### src/cnnCfg.svh
`ifndef CNN_CFG_SVH
`define CNN_CFG_SVH

//--------tile geometry--------
`define CNN_TILE_DIM    8       // side of the square tile
`define CNN_TILE_WORDS  64      // pixels per tile
`define CNN_ADDR_W      6       // pixel address bits

//--------data widths--------
`define CNN_PIX_W       8       // unsigned pixel
`define CNN_WEIGHT_W    4       // signed kernel tap
`define CNN_CONV_W      14      // signed conv output
`define CNN_SUM_W       20      // per layer accumulator
`define CNN_RESULT_W    24      // classifier output

//--------network--------
`define CNN_LAYERS      4       // kernels run per image

`endif

### src/cnnPkg.sv
`include "cnnCfg.svh"

package cnnPkg;

    //--------control--------
    typedef enum logic [1:0] {
        IDLE,       // waiting for start
        CONV,       // kernels running
        CLASSIFY,   // fc step issued
        FINISH      // waiting for the result
    } seqState_t;

    // kernel select, also the slot of the average register
    typedef enum logic [1:0] {
        KERNEL_BOX,
        KERNEL_VEDGE,
        KERNEL_HEDGE,
        KERNEL_CENTER
    } kernelOp_t;

    //--------data--------
    // tap k = row * 3 + col, tap 0 is the top left corner
    typedef logic [8:0][`CNN_WEIGHT_W-1:0] kernelWeights_t;

    typedef logic signed [`CNN_CONV_W-1:0] convPixel_t;  // one conv output
    typedef logic signed [`CNN_CONV_W-1:0] average_t;    // pooled plane

endpackage

### src/layerSequencer.sv
`timescale 1ns/1ps
`include "cnnCfg.svh"

module layerSequencer (
    input  logic                   i_clk,
    input  logic                   i_rstN,
    input  logic                   i_start,
    input  logic                   i_layerDone,
    input  logic                   i_resultDone,
    output logic                   o_busy,
    output logic                   o_convStart,
    output cnnPkg::kernelOp_t      o_opcode,
    output cnnPkg::kernelWeights_t o_weights,
    output logic                   o_classify
);

    localparam logic [`CNN_WEIGHT_W-1:0] W_ZERO = '0;
    localparam logic [`CNN_WEIGHT_W-1:0] W_ONE  = `CNN_WEIGHT_W'(1);
    localparam logic [`CNN_WEIGHT_W-1:0] W_TWO  = `CNN_WEIGHT_W'(2);
    localparam logic [`CNN_WEIGHT_W-1:0] W_NEG  = {`CNN_WEIGHT_W{1'b1}};  // -1

    cnnPkg::seqState_t state;

    //--------layer fsm--------
    always_ff @(posedge i_clk) begin
        if (!i_rstN) begin
            state       <= cnnPkg::IDLE;
            o_opcode    <= cnnPkg::KERNEL_BOX;
            o_convStart <= 1'b0;
        end else begin
            o_convStart <= 1'b0;  // single cycle pulse
            case (state)
                cnnPkg::IDLE: begin
                    if (i_start) begin
                        state       <= cnnPkg::CONV;
                        o_opcode    <= cnnPkg::KERNEL_BOX;  // first kernel
                        o_convStart <= 1'b1;
                    end
                end
                cnnPkg::CONV: begin
                    if (i_layerDone) begin
                        if (o_opcode == cnnPkg::kernelOp_t'(`CNN_LAYERS - 1)) begin
                            state <= cnnPkg::CLASSIFY;  // all planes pooled
                        end else begin
                            o_opcode    <= cnnPkg::kernelOp_t'(o_opcode + 2'd1);
                            o_convStart <= 1'b1;
                        end
                    end
                end
                cnnPkg::CLASSIFY: state <= cnnPkg::FINISH;
                cnnPkg::FINISH: begin
                    if (i_resultDone) begin
                        state <= cnnPkg::IDLE;
                    end
                end
                default: state <= cnnPkg::IDLE;
            endcase
        end
    end

    assign o_busy     = (state != cnnPkg::IDLE);
    assign o_classify = (state == cnnPkg::CLASSIFY);  // one cycle in this state

    //--------weight decode--------
    always_comb begin
        for (int k = 0; k < 9; k++) begin
            case (o_opcode)
                cnnPkg::KERNEL_BOX:    o_weights[k] = W_ONE;
                cnnPkg::KERNEL_VEDGE:  o_weights[k] = (k % 3 == 0) ? W_NEG :
                                                      (k % 3 == 2) ? W_ONE : W_ZERO;
                cnnPkg::KERNEL_HEDGE:  o_weights[k] = (k < 3) ? W_NEG :
                                                      (k > 5) ? W_ONE : W_ZERO;
                default:               o_weights[k] = (k == 4) ? W_TWO : W_ZERO;
            endcase
        end
    end

    // a layer start and the fc step never overlap
    assert property (@(posedge i_clk) disable iff (!i_rstN)
        !(o_convStart && o_classify))
        else $error("convStart and classify high together");

endmodule

### src/tileBuffer.sv
`timescale 1ns/1ps
`include "cnnCfg.svh"

module tileBuffer (
    input  logic                   i_clk,
    input  logic                   i_locked,
    input  logic                   i_wrEn,
    input  logic [`CNN_ADDR_W-1:0] i_wrAddr,
    input  logic [`CNN_PIX_W-1:0]  i_wrData,
    input  logic [`CNN_ADDR_W-1:0] i_rdAddr,
    output logic [`CNN_PIX_W-1:0]  o_rdData
);

    logic [`CNN_PIX_W-1:0] mem [`CNN_TILE_WORDS];

    //--------host write--------
    always_ff @(posedge i_clk) begin
        if (i_wrEn) begin
            mem[i_wrAddr] <= i_wrData;
        end
    end

    //--------engine read--------
    always_ff @(posedge i_clk) begin
        o_rdData <= mem[i_rdAddr];  // data one cycle after address
    end

    // host must keep out while a run is in progress
    assert property (@(posedge i_clk) !(i_wrEn && i_locked))
        else $error("tile write while engine busy");

endmodule

### src/convEngine.sv
`timescale 1ns/1ps
`include "cnnCfg.svh"

module convEngine (
    input  logic                   i_clk,
    input  logic                   i_rstN,
    input  logic                   i_start,
    input  cnnPkg::kernelWeights_t i_weights,
    input  logic [`CNN_PIX_W-1:0]  i_rdData,
    output logic [`CNN_ADDR_W-1:0] o_rdAddr,
    output logic                   o_pixelValid,
    output cnnPkg::convPixel_t     o_pixel,
    output logic                   o_layerDone
);

    localparam int DIM_W = `CNN_ADDR_W / 2;  // row or column bits
    localparam int WIN_W = DIM_W + 2;        // room for -1 and +1 offsets

    typedef enum logic [1:0] {
        ENG_IDLE,
        ENG_TAP,   // one tap address per cycle
        ENG_ACC,   // last tap lands
        ENG_EMIT   // pixel out
    } engState_t;

    engState_t                      state;
    logic [DIM_W-1:0]               row;
    logic [DIM_W-1:0]               col;
    logic [3:0]                     tap;
    logic [1:0]                     tapR;
    logic [1:0]                     tapC;
    logic [WIN_W-1:0]               winRow;
    logic [WIN_W-1:0]               winCol;
    logic                           inTile;
    logic                           lastPixel;
    logic                           tapValidD;
    logic                           tapInD;
    logic signed [`CNN_WEIGHT_W-1:0] tapWeightD;
    logic signed [`CNN_CONV_W-1:0]  product;
    cnnPkg::convPixel_t             acc;
    logic                           doneDly;

    //--------window position--------
    always_comb begin
        if (tap < 4'd3) begin
            tapR = 2'd0;
            tapC = tap[1:0];
        end else if (tap < 4'd6) begin
            tapR = 2'd1;
            tapC = 2'(tap - 4'd3);
        end else begin
            tapR = 2'd2;
            tapC = 2'(tap - 4'd6);
        end
    end

    // underflow wraps high so one compare covers both borders
    assign winRow = WIN_W'(row) + WIN_W'(tapR) - WIN_W'(1);
    assign winCol = WIN_W'(col) + WIN_W'(tapC) - WIN_W'(1);
    assign inTile = (winRow < WIN_W'(`CNN_TILE_DIM)) && (winCol < WIN_W'(`CNN_TILE_DIM));

    assign o_rdAddr  = {winRow[DIM_W-1:0], winCol[DIM_W-1:0]};
    assign lastPixel = (row == DIM_W'(`CNN_TILE_DIM - 1)) && (col == DIM_W'(`CNN_TILE_DIM - 1));

    //--------tap pipeline--------
    always_ff @(posedge i_clk) begin
        tapInD     <= inTile;          // padding flag follows the read
        tapWeightD <= i_weights[tap];
        if (state == ENG_EMIT) begin
            o_pixel <= acc;
        end
    end

    assign product = $signed({1'b0, i_rdData}) * tapWeightD;

    //--------walk and accumulate--------
    always_ff @(posedge i_clk) begin
        if (!i_rstN) begin
            state        <= ENG_IDLE;
            row          <= '0;
            col          <= '0;
            tap          <= '0;
            tapValidD    <= 1'b0;
            acc          <= '0;
            o_pixelValid <= 1'b0;
            doneDly      <= 1'b0;
            o_layerDone  <= 1'b0;
        end else begin
            o_pixelValid <= 1'b0;
            doneDly      <= 1'b0;
            o_layerDone  <= doneDly;  // after the last pixel pulse
            tapValidD    <= (state == ENG_TAP);
            if (tapValidD && tapInD) begin
                acc <= acc + product;  // out of tile taps add nothing
            end
            case (state)
                ENG_IDLE: begin
                    if (i_start) begin
                        state <= ENG_TAP;
                        row   <= '0;
                        col   <= '0;
                        tap   <= '0;
                        acc   <= '0;
                    end
                end
                ENG_TAP: begin
                    if (tap == 4'd8) begin
                        tap   <= '0;
                        state <= ENG_ACC;
                    end else begin
                        tap <= tap + 4'd1;
                    end
                end
                ENG_ACC: state <= ENG_EMIT;
                ENG_EMIT: begin
                    o_pixelValid <= 1'b1;
                    acc          <= '0;
                    col          <= col + DIM_W'(1);
                    if (col == DIM_W'(`CNN_TILE_DIM - 1)) begin
                        row <= row + DIM_W'(1);  // raster order
                    end
                    if (lastPixel) begin
                        state   <= ENG_IDLE;
                        doneDly <= 1'b1;
                    end else begin
                        state <= ENG_TAP;
                    end
                end
                default: state <= ENG_IDLE;
            endcase
        end
    end

    assert property (@(posedge i_clk) disable iff (!i_rstN) tap < 4'd9)
        else $error("tap counter out of range");

endmodule

### src/poolClassifier.sv
`timescale 1ns/1ps
`include "cnnCfg.svh"

module poolClassifier (
    input  logic                            i_clk,
    input  logic                            i_rstN,
    input  cnnPkg::kernelOp_t               i_opcode,
    input  logic                            i_pixelValid,
    input  cnnPkg::convPixel_t              i_pixel,
    input  logic                            i_layerDone,
    input  logic                            i_classify,
    output logic signed [`CNN_RESULT_W-1:0] o_result,
    output logic                            o_led,
    output logic                            o_resultDone
);

    localparam int POOL_SHIFT = $clog2(`CNN_TILE_WORDS);  // divide by pixel count

    cnnPkg::average_t                avgReg [`CNN_LAYERS];
    logic signed [`CNN_SUM_W-1:0]    layerSum;
    logic signed [`CNN_RESULT_W-1:0] macAcc;
    logic signed [`CNN_RESULT_W-1:0] macTerm;
    logic signed [`CNN_RESULT_W-1:0] macSum;
    logic                            macActive;
    cnnPkg::kernelOp_t               macSel;

    // fc weight per slot
    function automatic logic signed [`CNN_WEIGHT_W-1:0] fcWeight(input cnnPkg::kernelOp_t op);
        case (op)
            cnnPkg::KERNEL_BOX:   return `CNN_WEIGHT_W'(1);
            cnnPkg::KERNEL_VEDGE: return `CNN_WEIGHT_W'(2);
            cnnPkg::KERNEL_HEDGE: return -`CNN_WEIGHT_W'(3);
            default:              return -`CNN_WEIGHT_W'(1);
        endcase
    endfunction

    //--------average pooling--------
    always_ff @(posedge i_clk) begin
        if (!i_rstN) begin
            layerSum <= '0;
        end else if (i_layerDone) begin
            layerSum <= '0;  // ready for the next plane
        end else if (i_pixelValid) begin
            layerSum <= layerSum + i_pixel;
        end
    end

    always_ff @(posedge i_clk) begin
        if (i_layerDone) begin
            avgReg[i_opcode] <= cnnPkg::average_t'(layerSum >>> POOL_SHIFT);
        end
    end

    //--------fully connected--------
    assign macTerm = avgReg[macSel] * fcWeight(macSel);
    assign macSum  = macAcc + macTerm;

    always_ff @(posedge i_clk) begin
        if (!i_rstN) begin
            macActive    <= 1'b0;
            macSel       <= cnnPkg::KERNEL_BOX;
            macAcc       <= '0;
            o_result     <= '0;
            o_led        <= 1'b0;
            o_resultDone <= 1'b0;
        end else begin
            o_resultDone <= 1'b0;
            if (i_classify && !macActive) begin
                macActive <= 1'b1;
                macSel    <= cnnPkg::KERNEL_BOX;
                macAcc    <= '0;
            end else if (macActive) begin
                macAcc <= macSum;  // one slot per cycle
                macSel <= cnnPkg::kernelOp_t'(macSel + 2'd1);
                if (macSel == cnnPkg::kernelOp_t'(`CNN_LAYERS - 1)) begin
                    macActive    <= 1'b0;
                    o_result     <= macSum;
                    o_led        <= macSum[`CNN_RESULT_W-1];  // sign as activation
                    o_resultDone <= 1'b1;
                end
            end
        end
    end

endmodule

### src/cnnTop.sv
`timescale 1ns/1ps
`include "cnnCfg.svh"

module cnnTop (
    input  logic                            i_clk,
    input  logic                            i_rstN,
    input  logic                            i_wrEn,
    input  logic [`CNN_ADDR_W-1:0]          i_wrAddr,
    input  logic [`CNN_PIX_W-1:0]           i_wrData,
    input  logic                            i_start,
    output logic                            o_busy,
    output logic                            o_done,
    output logic signed [`CNN_RESULT_W-1:0] o_result,
    output logic                            o_led
);

    //--------decode--------
    logic                   convStart;
    logic                   classify;
    logic                   layerDone;
    cnnPkg::kernelOp_t      opcode;
    cnnPkg::kernelWeights_t weights;

    layerSequencer sequencerBlock (
        .i_clk(i_clk),
        .i_rstN(i_rstN),
        .i_start(i_start),
        .i_layerDone(layerDone),
        .i_resultDone(o_done),
        .o_busy(o_busy),
        .o_convStart(convStart),
        .o_opcode(opcode),
        .o_weights(weights),
        .o_classify(classify)
    );

    //--------execute--------
    logic [`CNN_ADDR_W-1:0] rdAddr;
    logic [`CNN_PIX_W-1:0]  rdData;
    logic                   pixelValid;
    cnnPkg::convPixel_t     pixel;

    tileBuffer tileBufferBlock (
        .i_clk(i_clk),
        .i_locked(o_busy),  // host writes only while idle
        .i_wrEn(i_wrEn),
        .i_wrAddr(i_wrAddr),
        .i_wrData(i_wrData),
        .i_rdAddr(rdAddr),
        .o_rdData(rdData)
    );

    convEngine convEngineBlock (
        .i_clk(i_clk),
        .i_rstN(i_rstN),
        .i_start(convStart),
        .i_weights(weights),
        .i_rdData(rdData),
        .o_rdAddr(rdAddr),
        .o_pixelValid(pixelValid),
        .o_pixel(pixel),
        .o_layerDone(layerDone)
    );

    //--------result--------
    poolClassifier poolClassifierBlock (
        .i_clk(i_clk),
        .i_rstN(i_rstN),
        .i_opcode(opcode),
        .i_pixelValid(pixelValid),
        .i_pixel(pixel),
        .i_layerDone(layerDone),
        .i_classify(classify),
        .o_result(o_result),
        .o_led(o_led),
        .o_resultDone(o_done)
    );

endmodule

### config.mk
export PLATFORM = sky130hd
export DESIGN_NAME = cnnTop
export DESIGN_NICKNAME = d
export VERILOG_FILES = /design/src/cnnPkg.sv /design/src/layerSequencer.sv /design/src/tileBuffer.sv /design/src/convEngine.sv /design/src/poolClassifier.sv /design/src/cnnTop.sv
export VERILOG_INCLUDE_DIRS = /design/src /design/src/src
export SDC_FILE = /design/constraint.sdc
export NUM_CORES = 1
export LEC_CHECK = 0
export BUFFER_PORTS_ARGS = -buffer_cell sky130_fd_sc_hd__buf_2
export CAP_MARGIN = 25
export CORE_ASPECT_RATIO = 0.5
export CORE_MARGIN = 4
export CORE_UTILIZATION = 50
export DETAILED_ROUTE_END_ITERATION = 6
export PLACE_DENSITY = 0.64
export SYNTH_ARGS = -nofsm -noshare
export SYNTH_HDL_FRONTEND = slang
export SYNTH_HIERARCHICAL = 1
export SYNTH_SLANG_ARGS = --single-unit
### constraint.sdc
create_clock -name i_clk -period 6.2 [get_ports i_clk]
set_input_delay 1.24 -clock i_clk [delete_from_list [all_inputs] [get_ports i_clk]]
set_output_delay 1.24 -clock i_clk [all_outputs]
set_load 0.01 [all_outputs]
==> metrics, run 1 <==
outcome=completed; gr usage total=19.83%; worst path cell trace=mux4_2 > or2_2 > fa_1 > fa_1 > fa_1 > fa_1 > nand2b_1 > a21oi_1 > a41oi_1 > o31ai_1 > a31oi_1 > or4_1 > nand3_1; worst-skew pair later-pin latency=620 ps; max_cap viols=0; Post-DP HPWL=45,880 um; most used cell, CP=fa_1; pin count of the biggest net entering global routing=77; Clock Sinks=704; Final period util=90.59%; Yosys cell types=79; Core Area=65,570 um^2; # diodes=0; Async SR Flop Fraction=0%; clk slew on worst S/H paths=70 ps; clk buf depth=3; crit-path max cell delay=600 ps; Vias=18.36k; Num CTS Buffers=66; area grow syn2layout=9.405%; Top delay family on crit path=adder cells; Mapped Area=33,400 um^2; top_reg_cell synth=edfxtp_1; Critical Path Fanout Max=6; setup violators final=0; width of the die=373.5 um; Post-Route WL=69,490 um; critical path type=reg -> reg; Peak VDD IR=0.3098 mV; Crit-path slowest cell=o31ai_1; Placer Congestion=0.8528; Ys Warns=6; hold bufs inserted after CTS=0; post-synthesis sequential area ratio=59.63%; Post-route DRC=0; hold_sp=convEngineBlock/doneDly$_SDFF_PN0_; fin nets=2,544; Initial Utilization=50.94%; Hold Violations, Final=0; Worst Path Arrival=6150 ps; Die ar.=71,260 um^2; Reg power frac=38.8%; WP buf/inv=0; Mapped Avg Cell Area=14.69 um^2; Psw=4.481 mW; Routed Antenna Nets=0; RSZ-0062 raised after global routing=false; postcts setup bufs=0; DR WL/cell=21.41 um; TritonRoute pass-1 iters=5; Fin Clk Skew=33.28 ps; CTS root buf=clkbuf_16; row count=66; CP startpoint kind=register; initial antenna violation count=1; Worst EP required=6740 ps; CTS tree=done; Cell Count Post-Placement=3,129; Yosys reg bits=704; Internal Power=9.196 mW; Tightest Pin Transition=991.1 ps; Vert. Die Dim=190.8 um; Final Max Tran Viols=0; clock share of power=29.3%; number of buffers added on ports=44; Logic pwr share=31.8%; Net Sw Frac=32.76%; layout cell share with drive strength beyond 1=15.54%; overall power=13.68 mW; first-pass GRT wire length=108,800 um; max_slew headroom=33.68%; synthesized netlist cell count=2,274; H-tree depth=3; setup TNS=0 ps; Vias/cell=5.658; Resize count post-CTS=0; CP Capture Type=register; Iteration-0 DRC Markers=1,754; Power per Cell Area=374.3 nW/um^2; EDFF count, synth=582; vias in the first global route=18.54k; max frequency=178.0 MHz; number of top-level pins=45; grt ovf=0; Layout Cells excl Fill=3,245; Leakage=13.14 nW; post-layout minimum cycle time=5617 ps; min-delay worst type=reg -> reg
-- flip-flops by register name (all words and copies together), names as in the netlist, 3 cells and up, named ones only --
signal,count
tileBufferBlock/mem,512
convEngineBlock/col,3
poolClassifierBlock/layerSum,20
poolClassifierBlock/o_result,24
poolClassifierBlock/avgReg,56
convEngineBlock/tap,4
convEngineBlock/tapWeightD,4
convEngineBlock/o_pixel,14
convEngineBlock/acc,14
convEngineBlock/row,3
poolClassifierBlock/macAcc,24
tileBufferBlock/o_rdData,8
-- cells in the mapped netlist (8+ instances only) --
library cell  instances  area [um^2]
a211oi_1             17        127.6
a21boi_0             10        75.07
a21o_1               16        120.1
a21oi_1              74        370.4
a31oi_1              11        68.82
and2_1               32        200.2
and3_1               10        62.56
buf_2                14        70.07
buf_4                41        307.8
clkbuf_1             50        187.7
dfxtp_1             122         2442
edfxtp_1            582        17480
fa_1                 83         1662
ha_1                129         1614
inv_1               172        645.6
mux2_2               16        180.2
mux2i_1              57        570.6
mux4_2              148         3333
nand2_1             125        469.2
nand2b_1             32        200.2
nand3_1              39        195.2
nand4_1              14        87.58
nor2_1              159        596.8
nor2b_1              64        400.4
nor3_1               14        70.07
o21a_1                8        60.06
o21ai_0              49        245.2
o221ai_1              9        78.83
o22ai_1              16        100.1
xnor2_1              29        254.0
xor2_1               19        166.4
-- layout make-up --
class / count / area (um^2)
Clock inverter: 30 / 336.6
Multi-Input combinational cell: 1289 / 12210
Fill cell: 5230 / 29020
Tap cell: 884 / 1106
Sequential cell: 704 / 19920
Inverter: 172 / 654.4
Clock buffer: 85 / 1774
Timing Repair Buffer: 81 / 548.0
-- power by group through the flow --
stage          clock network, mW  registers [mW]  logic (mW)
3_5_place_dp                   0            5.42        4.34
6_report                    4.01            5.31        4.35
2_1_floorplan                  0            5.37        3.43
4_1_cts                     4.10            5.31        4.38
5_1_grt                     4.31            5.32        4.98
3_3_place_gp                   0            5.42        4.30
-- cells in the final DEF (no fill, tap or decap), types with 15 or more instances in the layout --
cell type and count:
edfxtp_1 582, inv_1 169, nor2_1 157, mux4_2 148, ha_1 128, nand2_1 125, dfxtp_1 122, fa_1 83
a21oi_1 74, clkbuf_16 67, nor2b_1 64, mux2i_1 57, o21ai_0 49, buf_2 44, nand3_1 39, buf_4 33
and2_1 32, nand2b_1 32, xnor2_1 29, xor2_1 19, a211oi_1 17, a21o_1 16, mux2_2 16, o22ai_1 16
clkbuf_1 15
-- final timing paths --
check                                                        to  slack [ps]  cells past startpoint
setup / recovery  poolClassifierBlock/o_result[20]$_SDFFE_PN0P_         580                     13
hold / removal           convEngineBlock/o_layerDone$_SDFF_PN0_         440                      1
setup reg to reg  poolClassifierBlock/o_result[20]$_SDFFE_PN0P_         580                     13
hold reg to reg          convEngineBlock/o_layerDone$_SDFF_PN0_         440                      1
-- through the flow --
stage	util, %	worst slack (ps)	hold slack, ps	cell area, um^2
2_1_floorplan	-	990.5	411.9	33440
3_3_place_gp	52.43	653.4	416.5	34370
3_5_place_dp	52.49	657.7	427.1	34410
4_1_cts	55.71	586.3	443.6	36530
5_1_grt	55.74	213.1	465.6	36550
6_report	55.74	583.5	439.8	36550
-- cells by family (layout without fill, tap and decap cells) --
logic type | after synthesis | after routing | share of synthesized area (%)
mux | 221 | 221 | 12.23
fa+ha+maj | 212 | 212 | 9.806
simple gates | 523 | 523 | 7.619
xor+xnor | 48 | 48 | 1.259
compound gates | 274 | 274 | 5.443
flops | 704 | 704 | 59.63
buf+inv | 291 | 368 | 4.004
other cells | 1 | 11 | 0.01123
-- routing by layer --
layer / track usage (%) / part of all wire [%] / vias up
met3: 3.639 / 5.6 / 91
met5: 0 / 0.016 / -
li1: - / - / 8472
met4: 4.894 / 2.0 / 2
met1: 27.94 / 45 / 9315
met2: 32.32 / 48 / 479
Power figures use the tool's default switching activity.
==> run 2, diff against run 1 <==
SYNTH_HIERARCHICAL = not set   (was 1)
==> run 2 against run 1 <==
Effect of this change:
- sequential cell count decreased by 1
- via count increased by 20%
- cell area increased by 3.9%
- critical path type unchanged
- register-to-register slack got worse by 350 ps
==> metrics, run 2 <==
first-pass GRT wire length=124,000 um; Post-synth top cells=582 x edfxtp_1, 389 x nand2_1, 269 x nor2_1; Post-route DRC=0; Worst Path Arrival=6510 ps; Layout Cells excl Fill=3,789; Final period util=96.21%; Vert. Die Dim=192.1 um; flip-flop and latch area=19,910 um^2; Area contributors post-synth=edfxtp_1 52%, dfxtp_1 7.2%, ha_1 5.2%; Reg with most FFs=tileBufferBlock.mem; outcome=completed; Tightest Pin Transition=1019 ps; dpl cell area=35,440 um^2; post-synthesis adder-cell area fraction=8.081%; max_slew headroom=31.84%; Yosys reg bits=703; area grow syn2layout=12.03%; Die ar.=72,230 um^2; critical path type=reg -> reg; Cell Count Post-Placement=3,666; worst-skew pair later-pin latency=660 ps; setup TNS=0 ps; max reg flops=512; CP Capture Type=register; largest family of logic cells by synthesized area=simple AND/OR/NAND/NOR gates; XOR/XNOR Fraction of Synth Area=1.880%; number of top-level pins=45; top cell type's share of synthesized area=51.59%; vias in the first global route=21.76k; DR WL/cell=20.99 um; layout cell share with drive strength beyond 1=12.94%; EDFF count, synth=582; H-tree depth=2; max_cap viols=0; most used cell, CP=ha_1; most frequent cell after synthesis=edfxtp_1; RSZ-0062 raised after global routing=true; Critical Path Fanout Max=5; number of buffers added on ports=44; Final Max Tran Viols=0; fin nets=3,046; Placer Congestion=0.8336; Yosys cell types=71; CP startpoint kind=register; Async SR Flop Fraction=0%; Hold Violations, Final=0; post-layout minimum cycle time=5965 ps; Fillers=5,396; gr usage total=21.95%; width of the die=376.1 um; most frequent cells in the layout=582 x edfxtp_1, 389 x nand2_1, 266 x nor2_1; total stage count of the critical path=24; post-synthesis sequential area ratio=58.74%; TritonRoute pass-1 iters=6; setup slack at placement=-189.5 ps; Fin Clk Skew=36.03 ps; R2R depth=24; Power per Cell Area=444.6 nW/um^2; setup violators final=0; Largest regs=tileBufferBlock.mem: 512 flops, poolClassifierBlock.avgReg: 56 flops, poolClassifierBlock.macAcc: 24 flops; mux cell area share after synthesis=6.571%; grt ovf=0; Synthesized Nets=2,984; largest area contributor in the netlist=edfxtp_1; min-delay worst type=reg -> reg; Iteration-0 DRC Markers=1,988; overall power=16.87 mW; Leakage=13.58 nW; CTS tree=done; Clock Sinks=703; Synth Area in Compound Gates=9.230%; final worst setup slack=235.2 ps; most common cell after layout, fill and taps aside=edfxtp_1; Final Util=56.66%; Worst EP required=6750 ps; Peak VDD IR=0.3074 mV; crit-path max cell delay=620 ps; initial antenna violation count=3; Vias=22.09k; clk buf depth=3; clk slew on worst S/H paths=70 ps; synthesized netlist cell count=2,776; Top delay family on crit path=adder cells; fin area=37,950 um^2; Mapped Area=33,880 um^2; Vias/cell=5.830; Crit-path slowest cell=or4b_2; Routed Antenna Nets=0; CTS root buf=clkbuf_16; max frequency=167.6 MHz; Post-Synth Simple-Gate Area=13.08%; Ys Warns=0; Core Area=66,980 um^2; Post-Route WL=79,530 um; multi-input logic area=13,480 um^2; Initial Utilization=50.58%; row count=67; WP buf/inv=2; Min Hold Slack=446.1 ps; top_reg_cell synth=edfxtp_1; worst path cell trace=buf_6 > mux4_2 > buf_4 > nor2_1 > fa_1 > fa_1 > ha_1 > ha_1 > a21o_1 > a21oi_2 > nor2b_1 > o21a_1 > o22ai_4 > o21ai_1 > xor2_1 > ha_1 > and3_4 > and2_4 > nand2_1 > o21ai_2 > a211o_1 > a31oi_2 > or4b_2 > o311ai_1; Mapped Avg Cell Area=12.20 um^2; pin count of the biggest net entering global routing=80; hold path cells=1; Num CTS Buffers=61; Post-DP HPWL=50,570 um
## run 2: per-layer routing
layer	track usage, %	up-vias	part of all wire (%)
li1	-	10360	-
met5	0	-	0.026
met1	31.04	10980	45
met2	36.13	630	47
met3	3.273	123	5.8
met4	5.351	4	2.1
## run 2: cell families (layout without fill, tap and decap cells)
kind of cell    Yosys count  after routing
simple gates            988            988
flops                   703            703
compound gates          480            480
buf+inv                 208            323
fa+ha+maj               190            190
mux                     136            136
xor+xnor                 71             71
other cells               0              1
## run 2: area by class of cell
type	instances	share of cell area, %
Antenna cell	1	0.006593
Clock buffer	71	4.391
Clock inverter	45	1.302
Inverter	73	0.7220
Multi-Input combinational cell	1865	35.52
Sequential cell	703	52.45
Tap cell	897	2.957
Timing Repair Buffer	134	2.651
## run 2: worst reg2reg max path, stage by stage (launching register included)
cell      delay (ps)
dfxtp_2          350
buf_6            130
mux4_2           530
buf_4            160
nor2_1           150
fa_1             440
fa_1             500
ha_1             330
ha_1             300
a21o_1           190
a21oi_2          160
nor2b_1           60
o21a_1           210
o22ai_4          160
o21ai_1          120
xor2_1           180
ha_1             310
and3_4           190
and2_4           150
nand2_1           60
o21ai_2          140
a211o_1          210
a31oi_2          110
or4b_2           620
o311ai_1         120
## run 2: worst paths after layout
| check | start | endpoint | slack, ps |
|---|---|---|---|
| setup / recovery | register | poolClassifierBlock.macAcc[20]$_SDFFE_PP0P_ | 240 |
| hold / removal | convEngineBlock.doneDly$_SDFF_PN0_ | convEngineBlock.o_layerDone$_SDFF_PN0_ | 450 |
| hold reg to reg | convEngineBlock.doneDly$_SDFF_PN0_ | convEngineBlock.o_layerDone$_SDFF_PN0_ | 450 |
| setup reg to reg | register | poolClassifierBlock.macAcc[20]$_SDFFE_PP0P_ | 240 |
## run 2: timing repair
item / CTS / global route
gates cloned: 0 / 0
endpoints found under the setup margin: 10 / 20
gates resized for setup: 12 / 48
pin swaps: 11 / 13
buffers inserted: 0 / 2
hold buffers: 0 / 0
## run 2: where the power goes
group | switching [mW] | total, mW | internal, mW
sequential | 0.133 | 5.38 | 5.25
clock | 1.81 | 4.09 | 2.27
combinational | 4.23 | 7.41 | 3.18
total | 6.17 | 16.9 | 10.7
